<file path="config.mk">
export PLATFORM = sky130hd
export DESIGN_NAME = hazard_unit
export DESIGN_NICKNAME = d
export VERILOG_FILES = /design/src/source/cpu_pkg.sv /design/src/source/hazard_unit.sv
export SDC_FILE = /design/constraint.sdc
export NUM_CORES = 1
export LEC_CHECK = 0
export ABC_AREA = 1
export ABC_CLOCK_PERIOD_IN_PS = 970
export BUFFER_PORTS_ARGS = -buffer_cell sky130_fd_sc_hd__buf_2
export CAP_MARGIN = 5
export CORE_AREA = 3 3 69 71
export DETAILED_ROUTE_END_ITERATION = 16
export DIE_AREA = 0 0 72 74
export PLACE_DENSITY_LB_ADDON = 0.2
export SLEW_MARGIN = 20
export SYNTH_ARGS = -nofsm -noshare
export SYNTH_HDL_FRONTEND = slang
export SYNTH_SLANG_ARGS = --single-unit
</file>
<file path="constraint.sdc">
create_clock -name vclk -period 0.97
set_input_delay 0.0485 -clock vclk [all_inputs]
set_output_delay 0.0485 -clock vclk [all_outputs]
set_load 0.1 [all_outputs]
</file>
<file path="src/source/cpu_pkg.sv">
package cpu_pkg;

	//////////////////////////////////////////////////////////////////////
	// Sizes
	//////////////////////////////////////////////////////////////////////

	localparam int XLEN       = 32;
	localparam int IMEM_WORDS = 256;
	localparam int DMEM_WORDS = 256;
	localparam int IMEM_AW    = $clog2(IMEM_WORDS);
	localparam int DMEM_AW    = $clog2(DMEM_WORDS);
	localparam int REG_W      = 5;

	// Word address of the output port
	localparam int IO_ADDR = 255;

	// jal writes its return address here
	localparam logic [REG_W-1:0] LINK_REG = 5'd31;

	//////////////////////////////////////////////////////////////////////
	// Encodings
	//////////////////////////////////////////////////////////////////////

	typedef enum logic [4:0] {
		OP_ALU  = 5'd0,
		OP_ADDI = 5'd1,
		OP_LW   = 5'd2,
		OP_SW   = 5'd3,
		OP_BEQ  = 5'd4,
		OP_BNE  = 5'd5,
		OP_BLT  = 5'd6,
		OP_J    = 5'd7,
		OP_JAL  = 5'd8,
		OP_JR   = 5'd9,
		OP_SETX = 5'd10,
		OP_BEX  = 5'd11,
		OP_IN   = 5'd12
	} opcode_e;

	// Same values as the alu_func field of R-type words
	typedef enum logic [3:0] {
		ALU_ADD = 4'd0,
		ALU_SUB = 4'd1,
		ALU_AND = 4'd2,
		ALU_OR  = 4'd3,
		ALU_SLL = 4'd4,
		ALU_SRA = 4'd5,
		ALU_SLT = 4'd6
	} alu_op_e;

	typedef enum logic [1:0] {
		FWD_REG = 2'd0,
		FWD_MEM = 2'd1,
		FWD_WB  = 2'd2
	} fwd_sel_e;

	//////////////////////////////////////////////////////////////////////
	// Pipeline state
	//////////////////////////////////////////////////////////////////////

	// rs and rt name the two register reads, whichever fields they came from
	typedef struct packed {
		opcode_e          opcode;
		alu_op_e          alu_op;
		logic [REG_W-1:0] rd;
		logic [REG_W-1:0] rs;
		logic [REG_W-1:0] rt;
		logic [4:0]       shamt;
		logic             uses_rs;
		logic             uses_rt;
		logic             writes_reg;
		logic             mem_read;
		logic             mem_write;
		logic             use_imm;
		logic             is_branch;
		logic             is_jump;
	} ctrl_t;

	// All zero is an add into r0 with no side effects
	localparam ctrl_t CTRL_NOP = '0;

	typedef struct packed {
		logic [XLEN-1:0] pc_next;
		logic [XLEN-1:0] instr;
		logic            valid;
	} fd_reg_t;

	typedef struct packed {
		ctrl_t           ctrl;
		logic [XLEN-1:0] pc_next;
		logic [XLEN-1:0] a;
		logic [XLEN-1:0] b;
		logic [XLEN-1:0] imm;
	} de_reg_t;

	typedef struct packed {
		ctrl_t           ctrl;
		logic [XLEN-1:0] pc_next;
		logic [XLEN-1:0] result;
		logic [XLEN-1:0] store_data;
	} em_reg_t;

	typedef struct packed {
		ctrl_t           ctrl;
		logic [XLEN-1:0] pc_next;
		logic [XLEN-1:0] result;
		logic [XLEN-1:0] load_data;
	} mw_reg_t;

endpackage

</file>
<file path="src/source/hazard_unit.sv">
`timescale 1ns/1ps

module hazard_unit import cpu_pkg::*; (
	input  fd_reg_t  fd,
	input  ctrl_t    de_ctrl,
	input  ctrl_t    em_ctrl,
	input  ctrl_t    mw_ctrl,
	output fwd_sel_e fwd_a,
	output fwd_sel_e fwd_b,
	output fwd_sel_e fwd_store,
	output logic     stall
);

	opcode_e fd_op;
	logic [REG_W-1:0] fd_src_a, fd_src_b;
	logic fd_use_a, fd_use_b;

	// True when stage c will write register src
	function automatic logic writes(input ctrl_t c, input logic [REG_W-1:0] src);
		return c.writes_reg && c.rd != '0 && c.rd == src;
	endfunction

	//////////////////////////////////////////////////////////////////////
	// Execute forwarding
	//////////////////////////////////////////////////////////////////////

	// Memory stage wins; a load there only has its address so far
	assign fwd_a = (de_ctrl.uses_rs && writes(em_ctrl, de_ctrl.rs) && !em_ctrl.mem_read)
		? FWD_MEM
		: (de_ctrl.uses_rs && writes(mw_ctrl, de_ctrl.rs)) ? FWD_WB : FWD_REG;

	assign fwd_b = (de_ctrl.uses_rt && writes(em_ctrl, de_ctrl.rt) && !em_ctrl.mem_read)
		? FWD_MEM
		: (de_ctrl.uses_rt && writes(mw_ctrl, de_ctrl.rt)) ? FWD_WB : FWD_REG;

	// Store data picked up late from writeback, covers a load right before a store
	assign fwd_store = (em_ctrl.mem_write && writes(mw_ctrl, em_ctrl.rt)) ? FWD_WB : FWD_REG;

	//////////////////////////////////////////////////////////////////////
	// Load-use stall
	//////////////////////////////////////////////////////////////////////

	assign fd_op = opcode_e'(fd.instr[31:27]);

	// Registers the decoding instruction needs in execute
	always_comb begin
		fd_src_a = fd.instr[21:17];
		fd_src_b = fd.instr[16:12];
		fd_use_a = 1'b0;
		fd_use_b = 1'b0;
		case (fd_op)
			OP_ALU: begin
				fd_use_a = 1'b1;
				fd_use_b = 1'b1;
			end
			OP_ADDI, OP_LW, OP_SW: fd_use_a = 1'b1;
			OP_BEQ, OP_BNE, OP_BLT: begin
				fd_src_a = fd.instr[26:22];
				fd_src_b = fd.instr[21:17];
				fd_use_a = 1'b1;
				fd_use_b = 1'b1;
			end
			OP_JR: begin
				fd_src_a = fd.instr[26:22];
				fd_use_a = 1'b1;
			end
			default: ;
		endcase
	end

	assign stall = fd.valid && de_ctrl.mem_read &&
		((fd_use_a && writes(de_ctrl, fd_src_a)) || (fd_use_b && writes(de_ctrl, fd_src_b)));

endmodule

</file>
==> summary.md, run 1 <==
| Metric | Value |
|---|---|
| Final Hold Fails | `0` |
| Startpoint type of the worst setup path | `input pin` |
| Register area | `0 sq um` |
| Leading area contributor after synthesis | `nand2_1` |
| Post-layout nets | `~430` |
| Vias in the first global route | `between 1000 and 1500` |
| Arrival time at the worst endpoint | `1.42 ns` |
| CP required | `between 0.9 and 1 ns` |
| Netlist cell types | `25` |
| Final ANT Viol Nets | `0` |
| Leak Pwr | `0.9387 nW` |
| Setup ws final | `-0.4939 ns` |
| Sequential share of the synthesized area | `0%` |
| RSZ-0062 raised after global routing | `yes` |
| First-pass GRT wire length | `between 5 and 6 mm` |
| Area delta synth->final | `125.8%` |
| Status | `complete, but fails checks` |
| Commonest cells after routing, fill and taps aside | `42 x buf_2, 30 x nand2_1, 20 x inv_1` |
| Initial core utilization | `20.08%` |
| CP max FO | `6` |
| Synth top area share | `between 15 and 20%` |
| Setup CP Type | `input pin to output pin` |
| Seq_cells | `0` |
| Period utilization | `150.9%` |
| Chip width | `about 70 um` |
| Vias per std cell | `~4.6` |
| Setup WS pre-CTS | `-0.5471 ns` |
| I/O pins | `around 180` |
| Total die area | `0.005328 sq mm` |
| Syn_nets | `344` |
| Grt ovf | `0` |
| Initial DRC count | `38` |
| # diodes | `0` |
| CLK BUF | `0` |
| Synth Warn # | `0` |
| Worst Hold End | `stall` |
| GPL Wtd Cong | `a little over 0.8` |
| Failing checks | `setup timing` |
| Syn_area_per_cell | `between 5 and 6 sq um` |
| Post-route minimum period | `1.464 ns` |
| Cells after Synth | `168` |
| Placed Cells | `a little over 300` |
| Row Count | `24` |
| DIE HEIGHT | `74 um` |
| DRC Markers | `0` |
| Via count | `1403` |
| Type of the worst min-delay path | `input pin to output pin` |
| Hold wc startpoint | `de_ctrl[5]` |
| Fillers | `461` |
| Max-cap violations | `0` |
| Final WL | `3.563 mm` |
| Largest net degree at the start of global routing | `9` |
| Fraction of final layout cells sized beyond drive strength 1 | `between 50% and 60%` |
| Mapped cell area | `about 860 sq um` |
| Maximum VDD drop | `0.0001375 V` |
| All-Layer GR Usage | `between 10% and 20%` |
| Pwr Density | `between 300 and 400 mW/mm^2` |
| Fmax | `0.6831 GHz` |
| Commonest non-fill, non-tap cell in the layout | `buf_2` |
| I/O Buffers | `65` |
| Routed WL per cell | `about 12 um` |
| Setup TNS | `-1.122 ns` |
| Drt pass-1 iters | `4` |
| Hold path depth | `4` |
| Initial antenna violation count | `0` |
| Dpl hpwl | `about 3 mm` |
| Multi-input gate area | `approximately 970 sq um` |
| Synth area leaders | `nand2_1 17%, inv_1 13%, nand3_1 13%` |
| Fin cells | `306` |
| Worst Setup End Kind | `output pin` |
| Max Slew Vio Count | `0` |
| Core ar. | `~0.0043 sq mm` |
| CTS Hold Buffers Added | `0` |
| Finish-stage setup viols | `6` |
[cells in the mapped netlist, drive strengths merged]
library cell	n
a211oi	3
a21oi	5
a221oi	2
buf	3
conb	1
inv	30
nand2	42
nand3	24
nand4	3
nor2	20
nor3	1
nor4	2
o2111ai	2
o211ai	3
o21ai	12
o22ai	5
or2	1
xnor2	1
xor2	8
[power breakdown]
part,switching [mW],internal (mW)
registers,0,0
logic,0.386,0.369
clock network,0,0
total,0.386,0.369
[kinds of logic (layout without fill, tap and decap cells)]
group,count (synthesis),after routing,synth area share [%]
AND/OR/NAND/NOR,93,94,51.09
buffers and inverters,33,118,16.55
AO/OA/AOI/OAI,32,32,22.79
XOR/XNOR,9,9,9.144
other,1,1,0.4350
[critical path: stages]
cell and delay [ns]:
buf_6 0.10, nor2_4 0.12, nand3_4 0.14, buf_6 0.16, o211ai_1 0.18, nand2_2 0.08
nor2_2 0.11, nand3_2 0.09, a21oi_4 0.18, buf_12 0.19
[stage by stage]
stage               hold slack [ns]  util, %  power [mW]  instance area (sq um)
floorplan                    0.3368        -      0.3124                   1003
global placement             0.5253    37.35      0.5938                   1604
detailed placement           0.5204    37.35      0.5942                   1604
CTS                          0.5204    43.18      0.7071                   1854
global route                 0.5331    45.34      0.8273                   1947
finish                       0.5198    45.34      0.7547                   1947
[what timing repair did]
| item | CTS | global route |
|---|---|---|
| cloned | 1 | 0 |
| buffers inserted | 3 | 0 |
| gates resized for setup | 60 | 35 |
| setup endpoints to repair | 6 | 6 |
| pin swaps | 28 | 16 |
[metal layers]
metal | share of wire, % | wire length, um | GRT usage (%) | up-vias
li1 | - | - | - | 732
met1 | 39 | 1388 | 16.37 | 619
met3 | 9.5 | 337 | 2.568 | 2
met2 | 51 | 1823 | 25.51 | 50
met4 | 0.39 | 14 | 1.461 | 0
met5 | 0 | 0 | 0 | -
[how the worst max path moves through the flow]
stage	end	start
2_1_floorplan	stall	fd[32]
3_3_place_gp	stall	fd[32]
5_1_grt	stall	fd[31]
6_report	stall	fd[31]
3_5_place_dp	stall	fd[32]
4_1_cts	stall	fd[31]
[cell type report]
cell class | instances | share of cell area, %
inverters | 30 | 8.419
multi-input cells | 136 | 49.61
well taps | 52 | 3.342
repair buffers | 88 | 38.62
Note: power is estimated with default switching activity, not from simulation.
==> run 2: changes to the inputs <==
PLACE_DENSITY = 0.69   (was not set)
PLACE_DENSITY_LB_ADDON = not set   (was 0.2)
==> run 2 against run 1 <==
  * The flow still finishes with violations (setup timing)
  * Maximum frequency down 3.6%
  * Final cell count is 2.6% higher
  * Critical path depth increased by 2
  * Combinational power is 6.9% higher
  * Largest power group unchanged
==> summary.md, run 2 (synthesis gave the netlist of run 1 again) <==
| Metric | Value |
|---|---|
| # diodes | `0 (unchanged)` |
| Via count | `1467 (was 1403)` |
| Final ANT Viol Nets | `0 (unchanged)` |
| Dpl hpwl | `2.975 mm (was 3.008 mm)` |
| Area delta synth->final | `137.6% (was 125.8%)` |
| Row Count | `24 (unchanged)` |
| Post-route minimum period | `1.518 ns (was 1.464 ns)` |
| Fmax | `0.6588 GHz (was 0.6831 GHz)` |
| Worst Setup End Kind | `output pin (unchanged)` |
| Failing checks | `setup timing (unchanged)` |
| DRC Markers | `0 (unchanged)` |
| CP required | `0.92 ns (about the same)` |
| Setup CP Type | `input pin to output pin (unchanged)` |
| Multi-input gate area | `0.001027 sq mm (was 965.9 sq um)` |
| Max-cap violations | `0 (unchanged)` |
| Vias in the first global route | `1461 (was 1369)` |
| Initial antenna violation count | `0 (unchanged)` |
| DIE HEIGHT | `74 um (unchanged)` |
| Drt pass-1 iters | `4 (unchanged)` |
| Period utilization | `156.5% (was 150.9%)` |
| Pwr Density | `394.2 mW/mm^2 (was 387.7 mW/mm^2)` |
| Hold path depth | `4 (unchanged)` |
| Fraction of final layout cells sized beyond drive strength 1 | `60.31% (was 58.66%)` |
| DP Area | `0.001642 sq mm (was 0.001604 sq mm)` |
| Maximum VDD drop | `0.0001656 V (was 0.0001375 V)` |
| Largest net degree at the start of global routing | `10 (was 9)` |
| CP peak stage delay | `0.22 ns (was 0.19 ns)` |
| I/O pins | `183 (unchanged)` |
| CP max FO | `5 (was 6)` |
| CLK BUF | `0 (unchanged)` |
| CP most frequent cell | `nand2_1 (was buf_6)` |
| Leak Pwr | `0.9860 nW (was 0.9387 nW)` |
| Finish-stage setup viols | `6 (unchanged)` |
| Vias per std cell | `4.672 (was 4.585)` |
| Hold wc startpoint | `de_ctrl[5] (unchanged)` |
| Seq_cells | `0 (unchanged)` |
| Type of the worst min-delay path | `input pin to output pin (unchanged)` |
| Commonest non-fill, non-tap cell in the layout | `buf_2 (unchanged)` |
| Arrival time at the worst endpoint | `1.47 ns (was 1.42 ns)` |
| Initial core utilization | `20.08% (unchanged)` |
| Total die area | `0.005328 sq mm (unchanged)` |
| Commonest cells after routing, fill and taps aside | `44 x buf_2, 27 x nand2_1, 23 x buf_4 (was 42 x buf_2, 30 x nand2_1, 20 x inv_1)` |
| Final Cell Area | `0.002048 sq mm (was 0.001947 sq mm)` |
| Grt ovf | `0 (unchanged)` |
| All-Layer GR Usage | `13.87% (was 13.50%)` |
| Final Hold Fails | `0 (unchanged)` |
| CP max-delay cell | `nor2_4 (was buf_12)` |
| CTS Hold Buffers Added | `0 (unchanged)` |
| Startpoint type of the worst setup path | `input pin (unchanged)` |
| Routed WL per cell | `11.97 um (was 11.64 um)` |
| CP Cell Sequence | `buf_8 > nor2_4 > nand3_4 > buf_6 > buf_4 > o21ai_2 > nand2_1 > nand2_1 > nor2_1 > nand3_1 > a21oi_4 > buf_12 (was buf_6 > nor2_4 > nand3_4 > buf_6 > o211ai_1 > nand2_2 > nor2_2 > nand3_2 > a21oi_4 > buf_12)` |
| Post-layout nets | `440 (was 432)` |
| Register area | `0 sq um (unchanged)` |
| Chip width | `72 um (unchanged)` |
| Core ar. | `0.004294 sq mm (unchanged)` |
| Fillers | `418 (was 461)` |
| Final WL | `3.759 mm (was 3.563 mm)` |
| Initial DRC count | `33 (was 38)` |
| I/O Buffers | `65 (unchanged)` |
| Status | `complete, but fails checks (unchanged)` |
| Setup ws final | `-0.5480 ns (was -0.4939 ns)` |
| Max Slew Vio Count | `0 (unchanged)` |
| Worst Hold End | `stall (unchanged)` |
| First-pass GRT wire length | `6.237 mm (was 5.975 mm)` |
| RSZ-0062 raised after global routing | `yes (unchanged)` |
| Setup TNS | `-1.166 ns (was -1.122 ns)` |
| GPL Wtd Cong | `0.8344 (was 0.8227)` |
## run 2: changes by cell type in the layout (fill, tap and decap cells not counted), sizes merged
cell,previous run,this run
nand3,25,26
buf,87,95
clkbuf,1,0
## run 2: timing repair
| action | in CTS | in global routing |
|---|---|---|
| gates cloned | 2 | 0 |
| setup buffers | 1 | 4 |
| resized for setup | 43 | 52 |
| pin swaps | 31 | 32 |
| setup endpoints to repair | 6 | 6 |
## run 2: how the worst max path moves through the flow
stage / cells after the start / end / startpoint / slack, ns
2_1_floorplan: 10 / stall / fd[32] / -0.48
3_3_place_gp: 11 / stall / fd[32] / -0.58
3_5_place_dp: 11 / stall / fd[32] / -0.60
4_1_cts: 11 / stall / fd[31] / -0.50
5_1_grt: 11 / stall / fd[32] / -0.65
6_report: 12 / stall / fd[32] / -0.55
## run 2: final cells by class
cell class | count | area share, %
Tap cell | 52 | 3.177
Multi-Input combinational cell | 137 | 50.15
Timing Repair Buffer | 95 | 38.67
Inverter | 30 | 8.002
## run 2: per-stage QoR
stage               util (%)  worst slack (ns)  instances  total power [mW]  hold WS, ns
floorplan                  -           -0.4823        168            0.3124       0.3368
global placement       38.23           -0.5839        307            0.6009       0.5189
detailed placement     38.23           -0.6035        307            0.6109       0.5172
CTS                    42.74           -0.4970        310            0.7014       0.5190
global route           47.70           -0.6517        314            0.8823       0.5359
finish                 47.70           -0.5480        314            0.8075       0.5128
## run 2: power breakdown
part	internal (mW)	switching, mW	total, mW
clock network	0	0	0
logic	0.390	0.417	0.807
registers	0	0	0
total	0.390	0.417	0.807
## run 2: critical path, delay by kind of cell
kind                   cells  cell delay (ns)
and+or+nand+nor            6             0.68
buffers and inverters      4             0.57
AOI/OAI and AO/OA          2             0.17
## run 2: routing by layer
layer / share of wire (%) / track usage, % / vias to the layer above
met5: 0 / 0 / -
met4: 0.27 / 0.2088 / 0
met3: 9.1 / 2.162 / 4
met2: 56 / 27.96 / 67
met1: 35 / 16.20 / 644
li1: - / - / 752
==> run 3: changes to the inputs <==
--- a/config.mk
+++ b/config.mk
@@ -15,2 +15,3 @@
 export PLACE_DENSITY = 0.69
+export RECOVER_POWER = 50
 export SLEW_MARGIN = 20
==> constraint.sdc (replaced) <==
create_clock -name vclk -period 0.97
set_input_delay 0.0485 -clock vclk [all_inputs]
set_output_delay 0.0485 -clock vclk [all_outputs]
set_load 0.01 [all_outputs]
==> run 3 against run 2 <==
  * The run still ends with setup timing left
  * Hold slack worse by 0.083 ns
  * Design area down 14%
  * First-iteration DRC count up 6.1%
  * Worst setup slack better by 0.080 ns
  * Via count up 1.8%
  * Utilization down 6.8 points
  * Global-route usage about the same
  * Wire length up 7.1%
  * Critical path type unchanged
  * Largest cell class unchanged
==> summary.md, run 3 (synthesis gave the netlist of run 1 again) <==
| Metric | Value |
|---|---|
| Final Cell Area | `0.001754 sq mm (was 0.002048 sq mm)` |
| Via count | `1494 (was 1467)` |
| Area delta synth->final | `103.5% (was 137.6%)` |
| CP max-delay cell | `buf_6 (was nor2_4)` |
| DIE HEIGHT | `74 um (unchanged)` |
| Vias per std cell | `4.882 (was 4.672)` |
| CP peak stage delay | `0.18 ns (was 0.22 ns)` |
| CP max FO | `6 (was 5)` |
| Buf/Inv on CP | `3 (was 4)` |
| Post-route minimum period | `1.438 ns (was 1.518 ns)` |
| Register area | `0 sq um (unchanged)` |
| Pwr Density | `395.6 mW/mm^2 (was 394.2 mW/mm^2)` |
| Max Slew Vio Count | `0 (unchanged)` |
| Finish-stage setup viols | `3 (was 6)` |
| Final Hold Fails | `0 (unchanged)` |
| Period utilization | `148.2% (was 156.5%)` |
| Type of the worst min-delay path | `input pin to output pin (unchanged)` |
| Seq_cells | `0 (unchanged)` |
| Setup WS pre-CTS | `-0.4288 ns (was -0.6035 ns)` |
| Routed WL per cell | `13.16 um (was 11.97 um)` |
| I/O pins | `183 (unchanged)` |
| GPL Wtd Cong | `0.9466 (was 0.8344)` |
| Cell family with most CP delay | `simple AND/OR/NAND/NOR gates (unchanged)` |
| Worst Setup End Kind | `output pin (unchanged)` |
| Chip width | `72 um (unchanged)` |
| Setup CP Type | `input pin to output pin (unchanged)` |
| Vias in the first global route | `1467 (was 1461)` |
| DRC Markers | `0 (unchanged)` |
| CP Cell Sequence | `buf_8 > nor2_4 > nand3_4 > buf_6 > nand2_4 > o21ai_2 > nand2_1 > nand2_1 > nor2_1 > nand3_1 > a21oi_2 > buf_2 (was buf_8 > nor2_4 > nand3_4 > buf_6 > buf_4 > o21ai_2 > nand2_1 > nand2_1 > nor2_1 > nand3_1 > a21oi_4 > buf_12)` |
| CP Capture Point | `stall (unchanged)` |
| DP Area | `0.001344 sq mm (was 0.001642 sq mm)` |
| CLK BUF | `0 (unchanged)` |
| Drt pass-1 iters | `5 (was 4)` |
| Util after Layout | `40.85% (was 47.70%)` |
| Maximum VDD drop | `0.0001755 V (was 0.0001656 V)` |
| RSZ-0062 raised after global routing | `yes (unchanged)` |
| Status | `complete, but fails checks (unchanged)` |
| Commonest non-fill, non-tap cell in the layout | `buf_2 (unchanged)` |
| Grt ovf | `0 (unchanged)` |
| CTS Hold Buffers Added | `0 (unchanged)` |
| Row Count | `24 (unchanged)` |
| All-Layer GR Usage | `13.83% (was 13.87%)` |
| Commonest cells after routing, fill and taps aside | `47 x buf_2, 30 x nand2_1, 22 x inv_1 (was 44 x buf_2, 27 x nand2_1, 23 x buf_4)` |
| Initial core utilization | `20.08% (unchanged)` |
| Fillers | `486 (was 418)` |
| Post-layout nets | `432 (was 440)` |
| Initial DRC count | `35 (was 33)` |
| Max-cap violations | `0 (unchanged)` |
| Initial antenna violation count | `0 (unchanged)` |
| CP most frequent cell | `nand2_1 (unchanged)` |
| Dpl hpwl | `2.845 mm (was 2.975 mm)` |
| # diodes | `0 (unchanged)` |
| Fmax | `0.6955 GHz (was 0.6588 GHz)` |
| Final WL | `4.027 mm (was 3.759 mm)` |
| Failing checks | `setup timing (unchanged)` |
| Largest net degree at the start of global routing | `9 (was 10)` |
| Total die area | `0.005328 sq mm (unchanged)` |
| Startpoint type of the worst setup path | `input pin (unchanged)` |
| Final ANT Viol Nets | `0 (unchanged)` |
| Stages on the worst setup path | `12 (unchanged)` |
| Setup ws final | `-0.4679 ns (was -0.5480 ns)` |
| Leak Pwr | `0.9077 nW (was 0.9860 nW)` |
| Placed Cells | `295 (was 307)` |
| Core ar. | `0.004294 sq mm (unchanged)` |
| Crit. Startpoint | `fd[32] (unchanged)` |
| First-pass GRT wire length | `6.168 mm (was 6.237 mm)` |
| Fin cells | `306 (was 314)` |
| CP required | `0.92 ns (about the same)` |
| Arrival time at the worst endpoint | `1.39 ns (was 1.47 ns)` |
| I/O Buffers | `65 (unchanged)` |
| Fraction of final layout cells sized beyond drive strength 1 | `54.33% (was 60.31%)` |
-- run 3: area by class of cell --
class	instances	area [sq um]	share of cell area [%]
Inverter	30	137.6	7.846
Tap cell	52	65.06	3.709
Multi-Input combinational cell	137	917.1	52.28
Timing Repair Buffer	87	634.4	36.16
-- run 3: how the worst min path moves through the flow --
stage          cells past startpoint  slack (ns)  endpoint        from
2_1_floorplan                      2        0.21     stall  de_ctrl[5]
3_3_place_gp                       4        0.44     stall  de_ctrl[5]
3_5_place_dp                       4        0.44     stall  de_ctrl[5]
4_1_cts                            4        0.44  fwd_a[1]  de_ctrl[7]
5_1_grt                            4        0.45  fwd_b[0]  em_ctrl[5]
6_report                           4        0.43  fwd_b[0]  em_ctrl[5]
-- run 3: what timing repair did --
item	in CTS	in global routing
pin swaps	29	33
gates resized for setup	45	50
gates cloned	2	0
setup endpoints to repair	6	6
setup buffers	9	0
-- run 3: per-layer routing --
metal,wire [um],global-route usage [%]
met1,1509,15.54
met2,1930,26.33
met3,494,3.919
met4,93,2.296
met5,0,0
-- run 3: through the flow --
stage | power [mW] | TNS [ns] | hold WS (ns)
after floorplan | 0.2482 | -0.05162 | 0.2148
after global placement | 0.4808 | -0.6167 | 0.4386
after detailed placement | 0.4882 | -0.8018 | 0.4375
after CTS | 0.5974 | -0.4999 | 0.4355
after global routing | 0.7603 | -0.7830 | 0.4482
final | 0.6939 | -0.5106 | 0.4294
-- run 3: where the power goes --
| group | switching [mW] | internal (mW) | total (mW) |
|---|---|---|---|
| Combinational | 0.351 | 0.343 | 0.694 |
| Clock | 0 | 0 | 0 |
| Sequential | 0 | 0 | 0 |
